==> src/tpu_pkg.sv <==
package tpu_pkg;

	// datapath sizes.
	localparam int N_CONV_UNIT = 4;
	localparam int N_KERNEL    = 4;
	localparam int B_PIXEL     = 8;
	localparam int B_ACC       = 18;
	localparam int B_RES       = 16;
	localparam int N_SLOT      = 8;
	localparam int B_SLOT      = 3;
	localparam int B_UNIT      = 2;
	localparam int PMEM_N      = 8;
	localparam int INST_W      = 64;

	// cycles from chain issue until the result bank holds the vector.
	localparam int RES_LAT  = N_CONV_UNIT + 1;
	localparam int B_FLIGHT = $clog2(N_CONV_UNIT + 3);

	// signed result range after activation.
	localparam logic signed [B_ACC-1:0] RES_MAX = B_ACC'(2 ** (B_RES - 1) - 1);
	localparam logic signed [B_ACC-1:0] RES_MIN = B_ACC'(-(2 ** (B_RES - 1)));

	localparam logic [3:0] OP_END  = 4'd0;
	localparam logic [3:0] OP_WGT  = 4'd1;
	localparam logic [3:0] OP_CONV = 4'd2;

	// AXI4-Lite register map.
	localparam int         AXI_AW       = 8;
	localparam int         AXI_DW       = 32;
	localparam logic [1:0] AXI_OKAY     = 2'b00;
	localparam logic [7:0] REG_CTRL     = 8'h00;
	localparam logic [7:0] REG_STATUS   = 8'h04;
	localparam logic [7:0] REG_RES_BASE = 8'h40;

	// controller states.
	localparam logic [1:0] ST_IDLE  = 2'd0;
	localparam logic [1:0] ST_FETCH = 2'd1;
	localparam logic [1:0] ST_HOLD  = 2'd2;
	localparam logic [1:0] ST_DRAIN = 2'd3;

	// one program word, read as a weight load or as a pixel vector.
	typedef union packed {
		struct packed {
			logic [3:0]                       opcode;
			logic [1:0]                       rsvd0;
			logic [B_UNIT-1:0]                unit;
			logic [23:0]                      rsvd1;
			logic [N_KERNEL-1:0][B_PIXEL-1:0] wgt;
		} wgt;
		struct packed {
			logic [3:0]                          opcode;
			logic [6:0]                          rsvd0;
			logic                                relu;
			logic                                rsvd1;
			logic [B_SLOT-1:0]                   slot;
			logic [15:0]                         rsvd2;
			logic [N_CONV_UNIT-1:0][B_PIXEL-1:0] pix;
		} conv;
	} tpu_inst_u;

endpackage

==> src/activation_unit.sv <==
`timescale 1ns/1ns

module activation_unit import tpu_pkg::*; (
	input  logic                           aclk,
	input  logic                           rst_i,
	input  logic                           valid_i,
	input  logic                           relu_i,
	input  logic [B_SLOT-1:0]              slot_i,
	input  logic [N_KERNEL-1:0][B_ACC-1:0] acc_i,
	output logic                           res_we_o,
	output logic [B_SLOT-1:0]              res_slot_o,
	output logic [N_KERNEL-1:0][B_RES-1:0] res_data_o
);

	logic [N_KERNEL-1:0][B_RES-1:0] act;
	logic signed [B_ACC-1:0]        val;

	always_comb begin
		act = '0;
		val = '0;
		for (int k = 0; k < N_KERNEL; k++) begin
			val = $signed(acc_i[k]);
			// relu first, then clip.
			if (relu_i && val < 0) begin
				val = '0;
			end
			if (val > RES_MAX) begin
				act[k] = RES_MAX[B_RES-1:0];
			end else if (val < RES_MIN) begin
				act[k] = RES_MIN[B_RES-1:0];
			end else begin
				act[k] = val[B_RES-1:0];
			end
		end
	end

	always_ff @(posedge aclk) begin
		if (rst_i) begin
			res_we_o <= 1'b0;
		end else begin
			res_we_o <= valid_i;
		end
	end

	always_ff @(posedge aclk) begin
		if (valid_i) begin
			res_slot_o <= slot_i;
			res_data_o <= act;
		end
	end

endmodule

==> config.mk <==
export PLATFORM = sky130hd
export DESIGN_NAME = activation_unit
export DESIGN_NICKNAME = d
export VERILOG_FILES = /design/src/tpu_pkg.sv /design/src/activation_unit.sv
export SDC_FILE = /design/constraint.sdc
export NUM_CORES = 1
export LEC_CHECK = 0
export ABC_AREA = 1
export BUFFER_PORTS_ARGS = -buffer_cell sky130_fd_sc_hd__buf_2
export CORE_ASPECT_RATIO = 1.4
export CORE_MARGIN = 2
export CORE_UTILIZATION = 45
export CTS_BUF_LIST = sky130_fd_sc_hd__clkbuf_4 sky130_fd_sc_hd__clkbuf_8
export DETAILED_ROUTE_END_ITERATION = 8
export PLACE_DENSITY_LB_ADDON = 0.12
export SYNTH_ARGS = -nofsm -noshare
export SYNTH_HDL_FRONTEND = slang
export SYNTH_SLANG_ARGS = --single-unit
==> constraint.sdc <==
create_clock -name aclk -period 1.1 [get_ports aclk]
set_clock_uncertainty 0.15 [all_clocks]
set_input_delay 0.22 -clock aclk [delete_from_list [all_inputs] [get_ports aclk]]
set_output_delay 0.22 -clock aclk [all_outputs]
set_load 0.01 [all_outputs]
Word-level counts from Yosys, hierarchy flattened
Index checks and enable logic that the tools add are counted.
- flip-flop bits (word level): 68
- output and inout port bits: 68
- logic and storage cells: 30
- magnitude comparators: 12
- mux-type cells: 8
- reduce and logical (&&, ||, !) cells: 4
- operators with widths (operator ; number):
    $gt A18 B16 Y1 const B ; 4
    $lt A18 B1 Y1 const B ; 4
    $lt A18 B16 Y1 const B ; 4
    $mux W18 ; 4
    $mux W16 ; 4
    $logic_and A1 B1 Y1 ; 4

Depth between registers and ports, before layout
Gate-level depths: netlist of the first run.
- depth in word-level cells: 5
- depth in mapped cells: 5

Worst setup path after synthesis of the first run
Ideal clock, no wire load.
- path type: input to register
- from: in acc_i[17] in the netlist's numbering
- to: reg res_data_o[10] in the netlist's numbering, data pin
- setup time: 0.253 ns
- arrival: 0.724 ns
- data required time: 0.697 ns
- setup slack: -0.027 ns
- stages on the path: 5
- buffers on the path: 2
- path through: buf_4 inv_2 o21ai_2 buf_4 nand2_1
- cells in the longest elaborated chain, start to end: 5
- RTL lines (what ; RTL line ; text):
    from (decl) ; activation_unit.sv:9 ; input logic [N_KERNEL-1:0][B_ACC-1:0] acc_i,
    $lt A18 B1 Y1 ; activation_unit.sv:24 ; if (relu_i && val < 0) begin
    $logic_and A1 B1 Y1 ; activation_unit.sv:24 ;
    $mux W18 * ; activation_unit.sv:24 ;
    $lt A18 B16 Y1 ; activation_unit.sv:29 ; end else if (val < RES_MIN) begin
    $mux W16 ; activation_unit.sv:29 ;
    to (signal assigned) ; activation_unit.sv:48 ; res_data_o <= act;
    to (decl) ; activation_unit.sv:12 ; output logic [N_KERNEL-1:0][B_RES-1:0] res_data_o
Every way passes the cells marked *; elsewhere a longest branch is shown, timed or not.
A chain may end at the register's enable or synchronous reset.

Worst setup path in the final report of the first run
- from: reg res_data_o[26] in the netlist's numbering
- to: out res_data_o[26] in the netlist's numbering
No word-level cell between the ends.

==> results of run 1 <==
## what timing repair did
action	CTS	global route
resized for setup	0	0
hold buffers	4	0
endpoints found under the hold margin	4	0
setup endpoints to repair	68	68
## cells in the mapped netlist
cell type	n	share of area, %
sky130_fd_sc_hd__nand2_1	122	13
sky130_fd_sc_hd__edfxtp_1	67	59
sky130_fd_sc_hd__inv_1	61	6.7
sky130_fd_sc_hd__a21oi_1	58	8.5
sky130_fd_sc_hd__buf_6	11	3.6
sky130_fd_sc_hd__buf_4	5	1.1
sky130_fd_sc_hd__inv_2	5	0.55
sky130_fd_sc_hd__nor2_1	5	0.55
sky130_fd_sc_hd__clkbuf_8	4	1.6
sky130_fd_sc_hd__nand3_4	4	2.1
sky130_fd_sc_hd__o21ai_2	4	1.0
sky130_fd_sc_hd__buf_2	3	0.44
sky130_fd_sc_hd__a21oi_2	2	0.51
sky130_fd_sc_hd__nand2_2	2	0.37
sky130_fd_sc_hd__dfxtp_1	1	0.59
## cells by family (layout without fill, tap and decap cells)
group	after synthesis	in the layout	share of synthesized area, %
AND/OR/NAND/NOR	133	133	16.4
buffers and inverters	89	250	14.0
flip-flops	68	68	59.5
AO/OA/AOI/OAI	64	64	10.0
## layout make-up
type / count / area share, %
Sequential cell: 68 / 45.5
Timing Repair Buffer: 168 / 22.5
Multi-Input combinational cell: 197 / 20.2
Inverter: 66 / 5.60
Clock buffer: 11 / 3.11
Tap cell: 97 / 2.72
Clock inverter: 5 / 0.420
## per-layer routing
layer	vias up	part of all wire, %
met5	-	0
met4	0	2.7
met3	14	7.7
met2	116	52
met1	1239	38
li1	1439	-
## per-stage QoR
step | cell area (um^2) | TNS (ns)
after floorplan | 3420 | 0
after global placement | 4270 | -8.33
after detailed placement | 4270 | -9.53
after CTS | 4470 | -9.45
after global routing | 4470 | -10.52
final | 4470 | -7.57
## flip-flops by register name (all words and copies together) (netlist names)
signal,flops
res_slot_o,3
res_we_o,1
res_data_o,64
## worst min-delay path by stage
stage / start / endpoint / depth (start not counted) / slack, ns
CTS: acc_i[8] / res_data_o[8] / 5 / 0.12
detailed placement: rst_i / res_we_o / 2 / 0.23
global placement: rst_i / res_we_o / 2 / 0.23
finish: acc_i[62] / res_data_o[56] / 5 / 0.14
floorplan: rst_i / res_we_o / 1 / 0.14
global route: acc_i[32] / res_data_o[30] / 5 / 0.14
## report_power, final
part	internal [W]	switching [W]	total, W	leakage [nW]
Combinational	0.000494	0.000630	0.00112	1.57
Sequential	0.00314	0.0000585	0.00320	0.666
Clock	0.000831	0.000863	0.00169	0.0817
==> summary by stage, run 1 <==
Final layout
The most common library cell in the layout ignoring fill and taps is sky130_fd_sc_hd__buf_2. The combined flip-flop and latch cell area is 0.00203 mm^2. Leaving out filler cells and counting taps, the final layout contains 612. The number of fill cells in the layout is 645.

The area growth from synthesis to layout is 30.9%. In the layout the commonest cells are sky130_fd_sc_hd__buf_2 (146), sky130_fd_sc_hd__nand2_1 (122), sky130_fd_sc_hd__edfxtp_1 (67). The final layout contains 589 nets. 0 antenna diodes ended up in the layout. At the end of the flow the core is filled with cells to 60.7%. In the final layout, the multi-input gates occupy 902 um^2. The fraction of layout cells with a size suffix above 1 is 37.3%.

Place
The number of placed instances, taps included, is 592. At the end of routability-driven placement, the weighted congestion stood at 0.832. The post-DP HPWL is 5190 um. Before CTS, the worst setup slack after placement is -0.178 ns. Port buffering added 146 buffers.

Worst setup path
The slowest stage of the critical path belongs to the cell sky130_fd_sc_hd__edfxtp_1. The destination of the critical timing path is res_data_o[26]. Traced cell by cell, the critical path runs through buf_2. Along the worst path, the maximum fanout reaches 1. The cell family contributing the most delay on the critical path is flip-flops. The worst setup path is captured at an output pin. The startpoint kind of the worst setup timing path is a flip-flop. The number of buffer and inverter stages on the critical path is 1.

The cell count along the critical path is 1. The data arrival time of the critical path is 0.89 ns. The type of the setup path with the least slack is flip-flop to output pin.

The required time of the worst setup path is 0.73 ns. In this design, the stage delay of the slowest critical-path cell is 0.40 ns. The first element of the critical path is res_data_o[26].

STA
The final hold slack is 0.139 ns. At the pin with the least slew margin, the transition time is 0.243 ns. In this run the tightest slew margin relative to its limit is 83.8%. The count of endpoints failing hold in the final timing report was 0. The fmax is 794 MHz. Setup repair after global routing could not meet its margin everywhere.

Counting I/O delays and the setup requirement, the final critical path takes 1.26 ns. The count of final max-slew check failures was 0. The part of the cycle the worst path needs is 115%. The total setup violations reported at the end of the flow is 68. Across all setup checks in the final design, the least slack found is -0.160 ns.

Clock network
The CTS tree is built. The worst-case clock buffer depth is 2. After clock tree synthesis, the setup repair step added 0 buffers. After clock tree synthesis, the clock-pin slew on the worst setup and hold paths is 0.07 ns. Counting every sink on the clock net gives 68. The total number of H-tree levels is 3.

The clock root buffer is sky130_fd_sc_hd__clkbuf_8. Clock tree synthesis inserted a total of 9 buffers.

Pwr
The maximum VDD drop is 716 uV. The overall power consumption is 0.00602 W. The total power per unit cell area is 1350 mW/mm^2. In this run the static leakage power is 2.32 nW.

GRT
The number of global-route vias before repair is 2472. The global-route met1 utilization is 19.6%. Summed over all layers, the global routing overflow is 0. The first-pass GRT wire length is 11300 um. Global routing used 17.7% of the available tracks. The global-route met2 utilization is 30.2%. The met3 layer usage reported by global route is 5.05%. The global routing stage identified its most utilized layer as met2. The initial antenna violation count is 0. Entering global routing, the biggest net connects 43 pins.

Route
The total via count in the routed design is 2808. The total detailed-routing wirelength is 7150 um. The first detailed-routing pass took 4 iterations. The post-detailed-route wirelength per cell is 11.7 um. In the routed layout, each cell is associated on average with a via count of 4.59. The first-iteration detailed-routing DRC count is 115. The total DRC errors in the routed layout is 0. In this run the remaining antenna-violating nets after routing total 0.

Floorplan
In this run the horizontal extent of the chip is 77.6 um. The vertical die dimension is 107 um. The initial standard-cell utilization of the core is 46.4%.

The core area is 0.00736 mm^2. The die covers 0.00831 mm^2. After floorplanning, the core was divided into 37 placement rows. The number of I/O pins is 147.

Synth
The number of nets handed over by synthesis was 433. In this run, synthesis produced a sequential element count of 68. The post-synthesis instance area is 0.00341 mm^2. Dividing the synthesized area by the synthesized cell count gives 9.64 um^2. Counting distinct cell types in the post-synthesis netlist gives 15. The sequential cell area fraction in the yosys report is 59.5%. The number of standard cells after synthesis is 354. The total number of yosys warnings is 0.

Job
The number of maximum-capacitance violations is 0.

Outcome
The run finished, with violations left. The checks that failed: negative setup slack.

Worst hold path
The path category of the worst min-delay check is input pin to flip-flop.
(Power assumes the default switching activity.)
==> run 2: changes to the inputs <==
--- a/config.mk
+++ b/config.mk
@@ -7,7 +7,6 @@
 export LEC_CHECK = 0
 export ABC_AREA = 1
 export BUFFER_PORTS_ARGS = -buffer_cell sky130_fd_sc_hd__buf_2
-export CORE_ASPECT_RATIO = 1.4
 export CORE_MARGIN = 2
 export CORE_UTILIZATION = 45
 export CTS_BUF_LIST = sky130_fd_sc_hd__clkbuf_4 sky130_fd_sc_hd__clkbuf_8
==> run 2 against run 1 <==
  * The run still ends with negative setup slack left
  * Maximum frequency up 2.4%
  * Sequential share of layout area shrank 0.60 points
  * Cell area rose by 1.4%
  * Clock power grew 21%
  * Critical path type unchanged
  * First-iteration DRC count is 25% lower
  * Hold slack better by 0.0068 ns
==> summary by stage, run 2 (synthesized netlist as in run 1, its figures left out) <==
Floorplan
The initial standard-cell utilization of the core is 46.8% (+0.44 points). The number of I/O pins is 147 (unchanged). The number of placement rows is 31 (-16%). The vertical die dimension is 91.1 um (-15%).

The die area is 0.00830 mm^2 (-0.12%). The core area is 0.00729 mm^2 (-0.93%). The die width is 91.1 um (+17%).

Route
The first-iteration detailed-routing DRC count is 86 (-25%). The total via count in the routed design is 2827 (+0.68%). The total DRC errors in the routed layout was 0 (unchanged). The total detailed-routing wirelength is 7490 um (+4.8%). The post-detailed-route wirelength per cell is 12.1 um (+3.6%). The number of detailed-route iterations in the first pass is 4 (unchanged). The count of nets left with antenna violations after detail routing is 0 (unchanged).

The number of vias per cell after detailed routing is 4.57 (-0.46%).

Pwr
The clock network fraction of design power is 32.0% (+3.9 points). The leakage power total is 2.35 nW (+1.6%). The internal power is 0.00476 W (+6.6%).

The switching power as a share of total power is 25.3% (-0.47 points). The proportion of power drawn by flip-flops and latches is 50.2% (-3.0 points). The fraction of power consumed by combinational cells is 17.8% (-0.9 points). The maximum VDD drop is 1030 uV (+43%). The net load switching power is 0.00161 W (+4.0%). The total power per unit cell area was 1410 mW/mm^2 (+4.5%).

Outcome
The checks that failed: negative setup slack. The flow ran to the end, but the final reports show violations.

Worst setup path
The number of buffer and inverter stages on the critical path is 1 (unchanged). The kind of end point of the critical path is an output pin. The cell with the largest stage delay on the worst path is sky130_fd_sc_hd__edfxtp_1. The first element of the critical path is res_data_o[47].

The startpoint kind of the worst setup timing path is a flip-flop. Traced cell by cell, the critical path runs through buf_2. The highest cell delay on the worst timing path is 0.38 ns (-0.02 ns).

The maximum net fanout on the critical path is 1 (unchanged). The required time of the worst setup path is 0.73 ns (about the same). The data arrival time of the critical path is 0.86 ns (-0.03 ns). Grouping stages by cell kind, the critical path spends the most delay in flip-flops. The critical path is of the flip-flop to output pin type.

STA
Setup repair after global routing could not meet its margin everywhere. The count of endpoints failing hold in the final timing report is 0 (unchanged). The count of final max-slew check failures was 0 (unchanged).

The worst setup margin was -0.130 ns (+0.0293 ns). The part of the cycle the worst path needs is 112% (-2.7 points). The total setup violations reported at the end of the flow is 68 (unchanged).

The final hold slack is 0.146 ns (+0.00679 ns). The headroom to the max-slew limit is 86.7% (+2.9 points). The fmax was 813 MHz (+2.4%). The transition time of the tightest slew-check pin came to 0.199 ns (-0.0440 ns).

The shortest period the worst path allows came to 1.23 ns (-0.0293 ns).

Place
The global placer's final weighted congestion is 0.746 (-10%). The pre-CTS setup slack came to -0.189 ns (-0.0116 ns). The number of buffer cells added on primary ports came to 146 (unchanged).

The placement-stage cell area is 0.00429 mm^2 (+0.35%). The post-DP HPWL is 5340 um (+2.8%).

Final layout
In the layout the commonest cells are sky130_fd_sc_hd__buf_2 (145), sky130_fd_sc_hd__nand2_1 (122), sky130_fd_sc_hd__edfxtp_1 (67). The fraction of layout cells with a size suffix above 1 was 39.0% (+1.8 points). Leaving out fill and tap cells, the most frequent cell in the layout is sky130_fd_sc_hd__buf_2. The number of flip-flops under the largest register name is 64 (unchanged). The total inserted antenna cells is 0 (unchanged). The summed area of non-filler cells in the final layout was 0.00453 mm^2 (+1.4%). Counting flops per register, the top entry is res_data_o.

The synthesis-to-layout area growth is 32.8%. The utilization after layout is 62.1% (+1.4 points). In the final layout, the registers with the most flip-flops are res_data_o x64, res_slot_o x3, res_we_o x1.

The net count of the finished layout is 594 (+0.85%).

Clock network
The worst-case clock buffer depth was 2 (unchanged). The tree is rooted in a sky130_fd_sc_hd__clkbuf_8. The clock sink count is 68 (unchanged). The number of buffers added for setup after CTS is 0 (unchanged). The CTS tree is built.

The clock transition at the register clock pins on the worst setup and hold paths after CTS is 0.08 ns (about the same). The total clock buffers created by CTS is 9 (unchanged). The total number of H-tree levels came to 3 (unchanged).

GRT
The initial antenna violation count came to 0 (unchanged). The global-route total usage across every layer came to 17.9% (+0.25 points). The global route total overflow is 0 (unchanged). The number of global-route vias before repair is 2571 (+4.0%). The first-pass GRT wire length is 11900 um (+5.4%). The largest net degree at the start of global routing is 40 (-7.0%).

Job
The number of maximum-capacitance violations is 0 (unchanged).

Worst hold path
In this run the worst hold path is classified as input pin to flip-flop. The startpoint identified for the worst hold timing path is acc_i[62].
[run 2: cell count changes in the layout (fill, tap and decap cells not counted), sizes merged]
cell / previous run / this run
buf: 164 / 169
clkinv: 5 / 3
bufinv: 0 / 1
clkinvlp: 0 / 1
[run 2: cell type report]
type | instances | area (um^2)
repair buffers | 173 | 1020
clock buffers | 11 | 145
flip-flops and latches | 68 | 2030
well taps | 99 | 124
clock inverters | 5 | 52.6
fillers | 647 | 2760
multi-input cells | 197 | 902
inverters | 66 | 250
[run 2: power groups by stage]
stage	registers (W)	logic, W	clock network [W]
finish	0.00320	0.00114	0.00204
global route	0.00322	0.00126	0.00218
CTS	0.00320	0.00115	0.00208
detailed placement	0.00326	0.00113	0
global placement	0.00325	0.00111	0
floorplan	0.00340	0.000464	0
[run 2: through the flow]
step	std cells	power, W	setup TNS, ns
global route	619	0.00666	-9.42
CTS	619	0.00643	-8.22
global placement	599	0.00436	-7.79
floorplan	354	0.00386	0
finish	619	0.00637	-6.90
detailed placement	599	0.00439	-8.89
[run 2: timing repair]
action / 4_1_cts / 5_1_grt
gates resized for setup: 0 / 2
setup endpoints to repair: 68 / 68
endpoints found under the hold margin: 4 / 0
hold buffers: 4 / 0
pin swaps: 0 / 0
[run 2: worst paths after layout]
kind / depth (start not counted) / endpoint / slack (ns)
max: 1 / res_data_o[47] / -0.13
min: 5 / res_data_o[56] / 0.15
[run 2: routing by layer]
metal	track usage, %	wire, um	vias up
met1	21.9	3080	1272
li1	-	-	1439
met2	31.0	3770	107
met4	6.31	83	0
met5	0	0	-
met3	4.32	548	9
==> run 3: changes to the inputs <==
==> constraint.sdc (replaced) <==
create_clock -name aclk -period 1.05 [get_ports aclk]
set_clock_uncertainty 0.15 [all_clocks]
set_input_delay 0.21 -clock aclk [delete_from_list [all_inputs] [get_ports aclk]]
set_output_delay 0.21 -clock aclk [all_outputs]
set_load 0.01 [all_outputs]
==> run 3 against run 2 <==
  * The flow still finishes with violations (negative setup slack)
  * Utilization is 0.15 points lower
  * Sequential power is 5% higher
  * First-iteration DRC count is 15% lower
  * Critical path depth stayed put
  * Worst setup slack worse by 0.058 ns
  * Critical path type unchanged
  * Critical endpoint is now res_data_o[44]
  * Largest power group unchanged
  * Highest routed layer unchanged
==> summary by stage, run 3 (synthesized netlist as in run 1, its figures left out) <==
STA
The fmax is 807 MHz. Setup repair after global routing could not meet its margin everywhere. The count of endpoints failing hold in the final timing report is 0 (unchanged). The transition time of the tightest slew-check pin is 0.201 ns (+0.00231 ns).

The shortest period the worst path allows is 1.24 ns. The total setup violations reported at the end of the flow is 68 (unchanged). The headroom to the max-slew limit is 86.6% (-0.15 points). The count of final max-slew check failures is 0 (unchanged).

The worst setup margin is -0.189 ns (-0.0583 ns). Dividing the final minimum period by the clock period gives 118%.

Final layout
The register with the most flip-flops is res_data_o. The fraction of layout cells with a size suffix above 1 is 38.3% (-0.79 points). The number of flip-flops under the largest register name is 64 (unchanged).

The utilization after layout is 62.0% (-0.15 points). The net count of the finished layout is 589 (-0.84%). The library cells used most frequently in the layout, excluding fill and tap cells, are sky130_fd_sc_hd__buf_2 (146), sky130_fd_sc_hd__nand2_1 (122), sky130_fd_sc_hd__edfxtp_1 (67). The total inserted antenna cells came to 0 (unchanged).

In the final layout, the registers with the most flip-flops are res_data_o x64, res_slot_o x3, res_we_o x1. The most common library cell in the layout ignoring fill and taps is sky130_fd_sc_hd__buf_2. The synthesis-to-layout area growth is 32.4%.

GRT
The initial antenna violation count was 0 (unchanged). The largest net degree at the start of global routing is 36 (-10%). The global-route met1 utilization is 23.1% (+1.2 points).

The first-pass GRT wire length came to 11900 um (+0.58%). After global routing, the most crowded layer is met2. The global-route total usage across every layer is 18.1% (+0.18 points). The global route total overflow came to 0 (unchanged). The global-route met2 utilization is 29.1% (-1.9 points).

The number of global-route vias before repair is 2569 (-0.078%). The met3 layer usage reported by global route was 5.56% (+1.2 points).

Worst setup path
The startpoint kind of the worst setup timing path is a flip-flop. The cell with the largest stage delay on the worst path is sky130_fd_sc_hd__edfxtp_1. The number of buffer and inverter stages on the critical path is 1 (unchanged). The cell count along the critical path is 1 (unchanged). The critical path starts at res_data_o[44].

The highest cell delay on the worst timing path is 0.39 ns (about the same). The kind of end point of the critical path is an output pin. The critical path goes through buf_2. The destination of the critical timing path is res_data_o[44]. The largest delay contributor family on the critical path is flip-flops. The worst setup path is of the flip-flop to output pin kind. The required time of the worst setup path is 0.69 ns (-0.04 ns). The data arrival time of the critical path is 0.88 ns (+0.02 ns). The maximum net fanout on the critical path was 1 (unchanged).

Place
The post-DP HPWL is 5280 um (-0.95%). The number of buffer cells added on primary ports is 146 (unchanged). The global placer's final weighted congestion was 0.730 (-2.1%).

Clock network
The clock transition at the register clock pins on the worst setup and hold paths after CTS is 0.07 ns (about the same). The clock sink count is 68 (unchanged). The number of gates resized after cts is 0 (unchanged). The total number of H-tree levels is 3 (unchanged). The total clock buffers created by CTS is 9 (unchanged). The worst-case clock buffer depth was 2 (unchanged). The cell sitting at the root of the clock tree is a sky130_fd_sc_hd__clkbuf_8. TritonCTS built the clock tree.

Route
The total via count in the routed design is 2786 (-1.5%). The total detailed-routing wirelength is 7610 um (+1.6%). The total DRC errors in the routed layout came to 0 (unchanged). The count of nets left with antenna violations after detail routing is 0 (unchanged). The post-detailed-route wirelength per cell is 12.4 um (+2.4%). The number of vias per cell after detailed routing is 4.54 (-0.65%). The first-iteration detailed-routing DRC count is 73 (-15%). The number of detailed-route iterations in the first pass is 6 (+2).

Floorplan
The initial standard-cell utilization of the core is 46.8% (unchanged). The core area was 0.00729 mm^2 (unchanged). The die area is 0.00830 mm^2 (unchanged).

The vertical die dimension is 91.1 um (unchanged). The number of placement rows is 31 (unchanged). The die width was 91.1 um (unchanged).

The number of I/O pins was 147 (unchanged).

Pwr
The maximum VDD drop came to 686 uV (-33%). The leakage power total is 2.34 nW (-0.58%). The total power per unit cell area was 1450 mW/mm^2 (+2.9%).

The overall power consumption is 0.00654 W (+2.7%).

Outcome
The run finished, with violations left. The final reports fail on negative setup slack.

Worst hold path
The path category of the worst min-delay check is input pin to flip-flop.

Job
The number of maximum-capacitance violations was 0 (unchanged).
-- run 3: cell types whose count changed in the layout (fill, tap and decap cells not counted), moves of 2 or more --
| cell | delta |
|---|---|
| sky130_fd_sc_hd__clkbuf_4 | +2 |
| sky130_fd_sc_hd__o21ai_2 | -3 |
| sky130_fd_sc_hd__buf_12 | +2 |
| sky130_fd_sc_hd__o21ai_4 | +3 |
| sky130_fd_sc_hd__buf_4 | -7 |
-- run 3: power by group --
| group | switching (W) | internal, W |
|---|---|---|
| clock | 0.000930 | 0.00106 |
| combinational | 0.000677 | 0.000523 |
| sequential | 0.0000636 | 0.00329 |
| total | 0.00167 | 0.00487 |
-- run 3: routing by layer --
metal / routed length (um) / vias to the layer above
met2: 3640 / 109
met5: 0 / -
met1: 3140 / 1241
met3: 725 / 8
li1: - / 1428
met4: 100 / 0
-- run 3: cell type report --
type	count	area, um^2
fill	648	2770
sequential	68	2030
timing repair buffer	168	1010
multi-input combinational	197	925
inverter	66	250
clock buffer	14	174
tap	99	124
clock inverter	2	10.0
-- run 3: timing repair --
| item | in CTS | in global routing |
|---|---|---|
| hold buffers | 4 | 0 |
| endpoints found under the hold margin | 4 | 0 |
| setup buffers | 0 | 0 |
| setup endpoints to repair | 68 | 68 |
-- run 3: metrics by stage --
step | worst slack [ns] | TNS (ns) | instances | cell area (um^2) | hold slack, ns
final | -0.189 | -10.17 | 614 | 4520 | 0.133
after floorplan | 0.00163 | 0 | 354 | 3470 | 0.131
after detailed placement | -0.234 | -12.96 | 594 | 4300 | 0.222
after CTS | -0.225 | -11.01 | 614 | 4520 | 0.127
after global routing | -0.238 | -12.26 | 614 | 4520 | 0.155
after global placement | -0.210 | -11.71 | 594 | 4300 | 0.215
-- run 3: how the worst min path moves through the flow --
| stage | from | end | slack (ns) | cells past startpoint |
|---|---|---|---|---|
| global route | acc_i[24] | res_data_o[22] | 0.15 | 5 |
| floorplan | rst_i | res_we_o | 0.13 | 1 |
| detailed placement | rst_i | res_we_o | 0.22 | 2 |
| global placement | rst_i | res_we_o | 0.22 | 2 |
| CTS | acc_i[28] | res_data_o[26] | 0.13 | 5 |
| finish | acc_i[44] | res_data_o[40] | 0.13 | 5 |
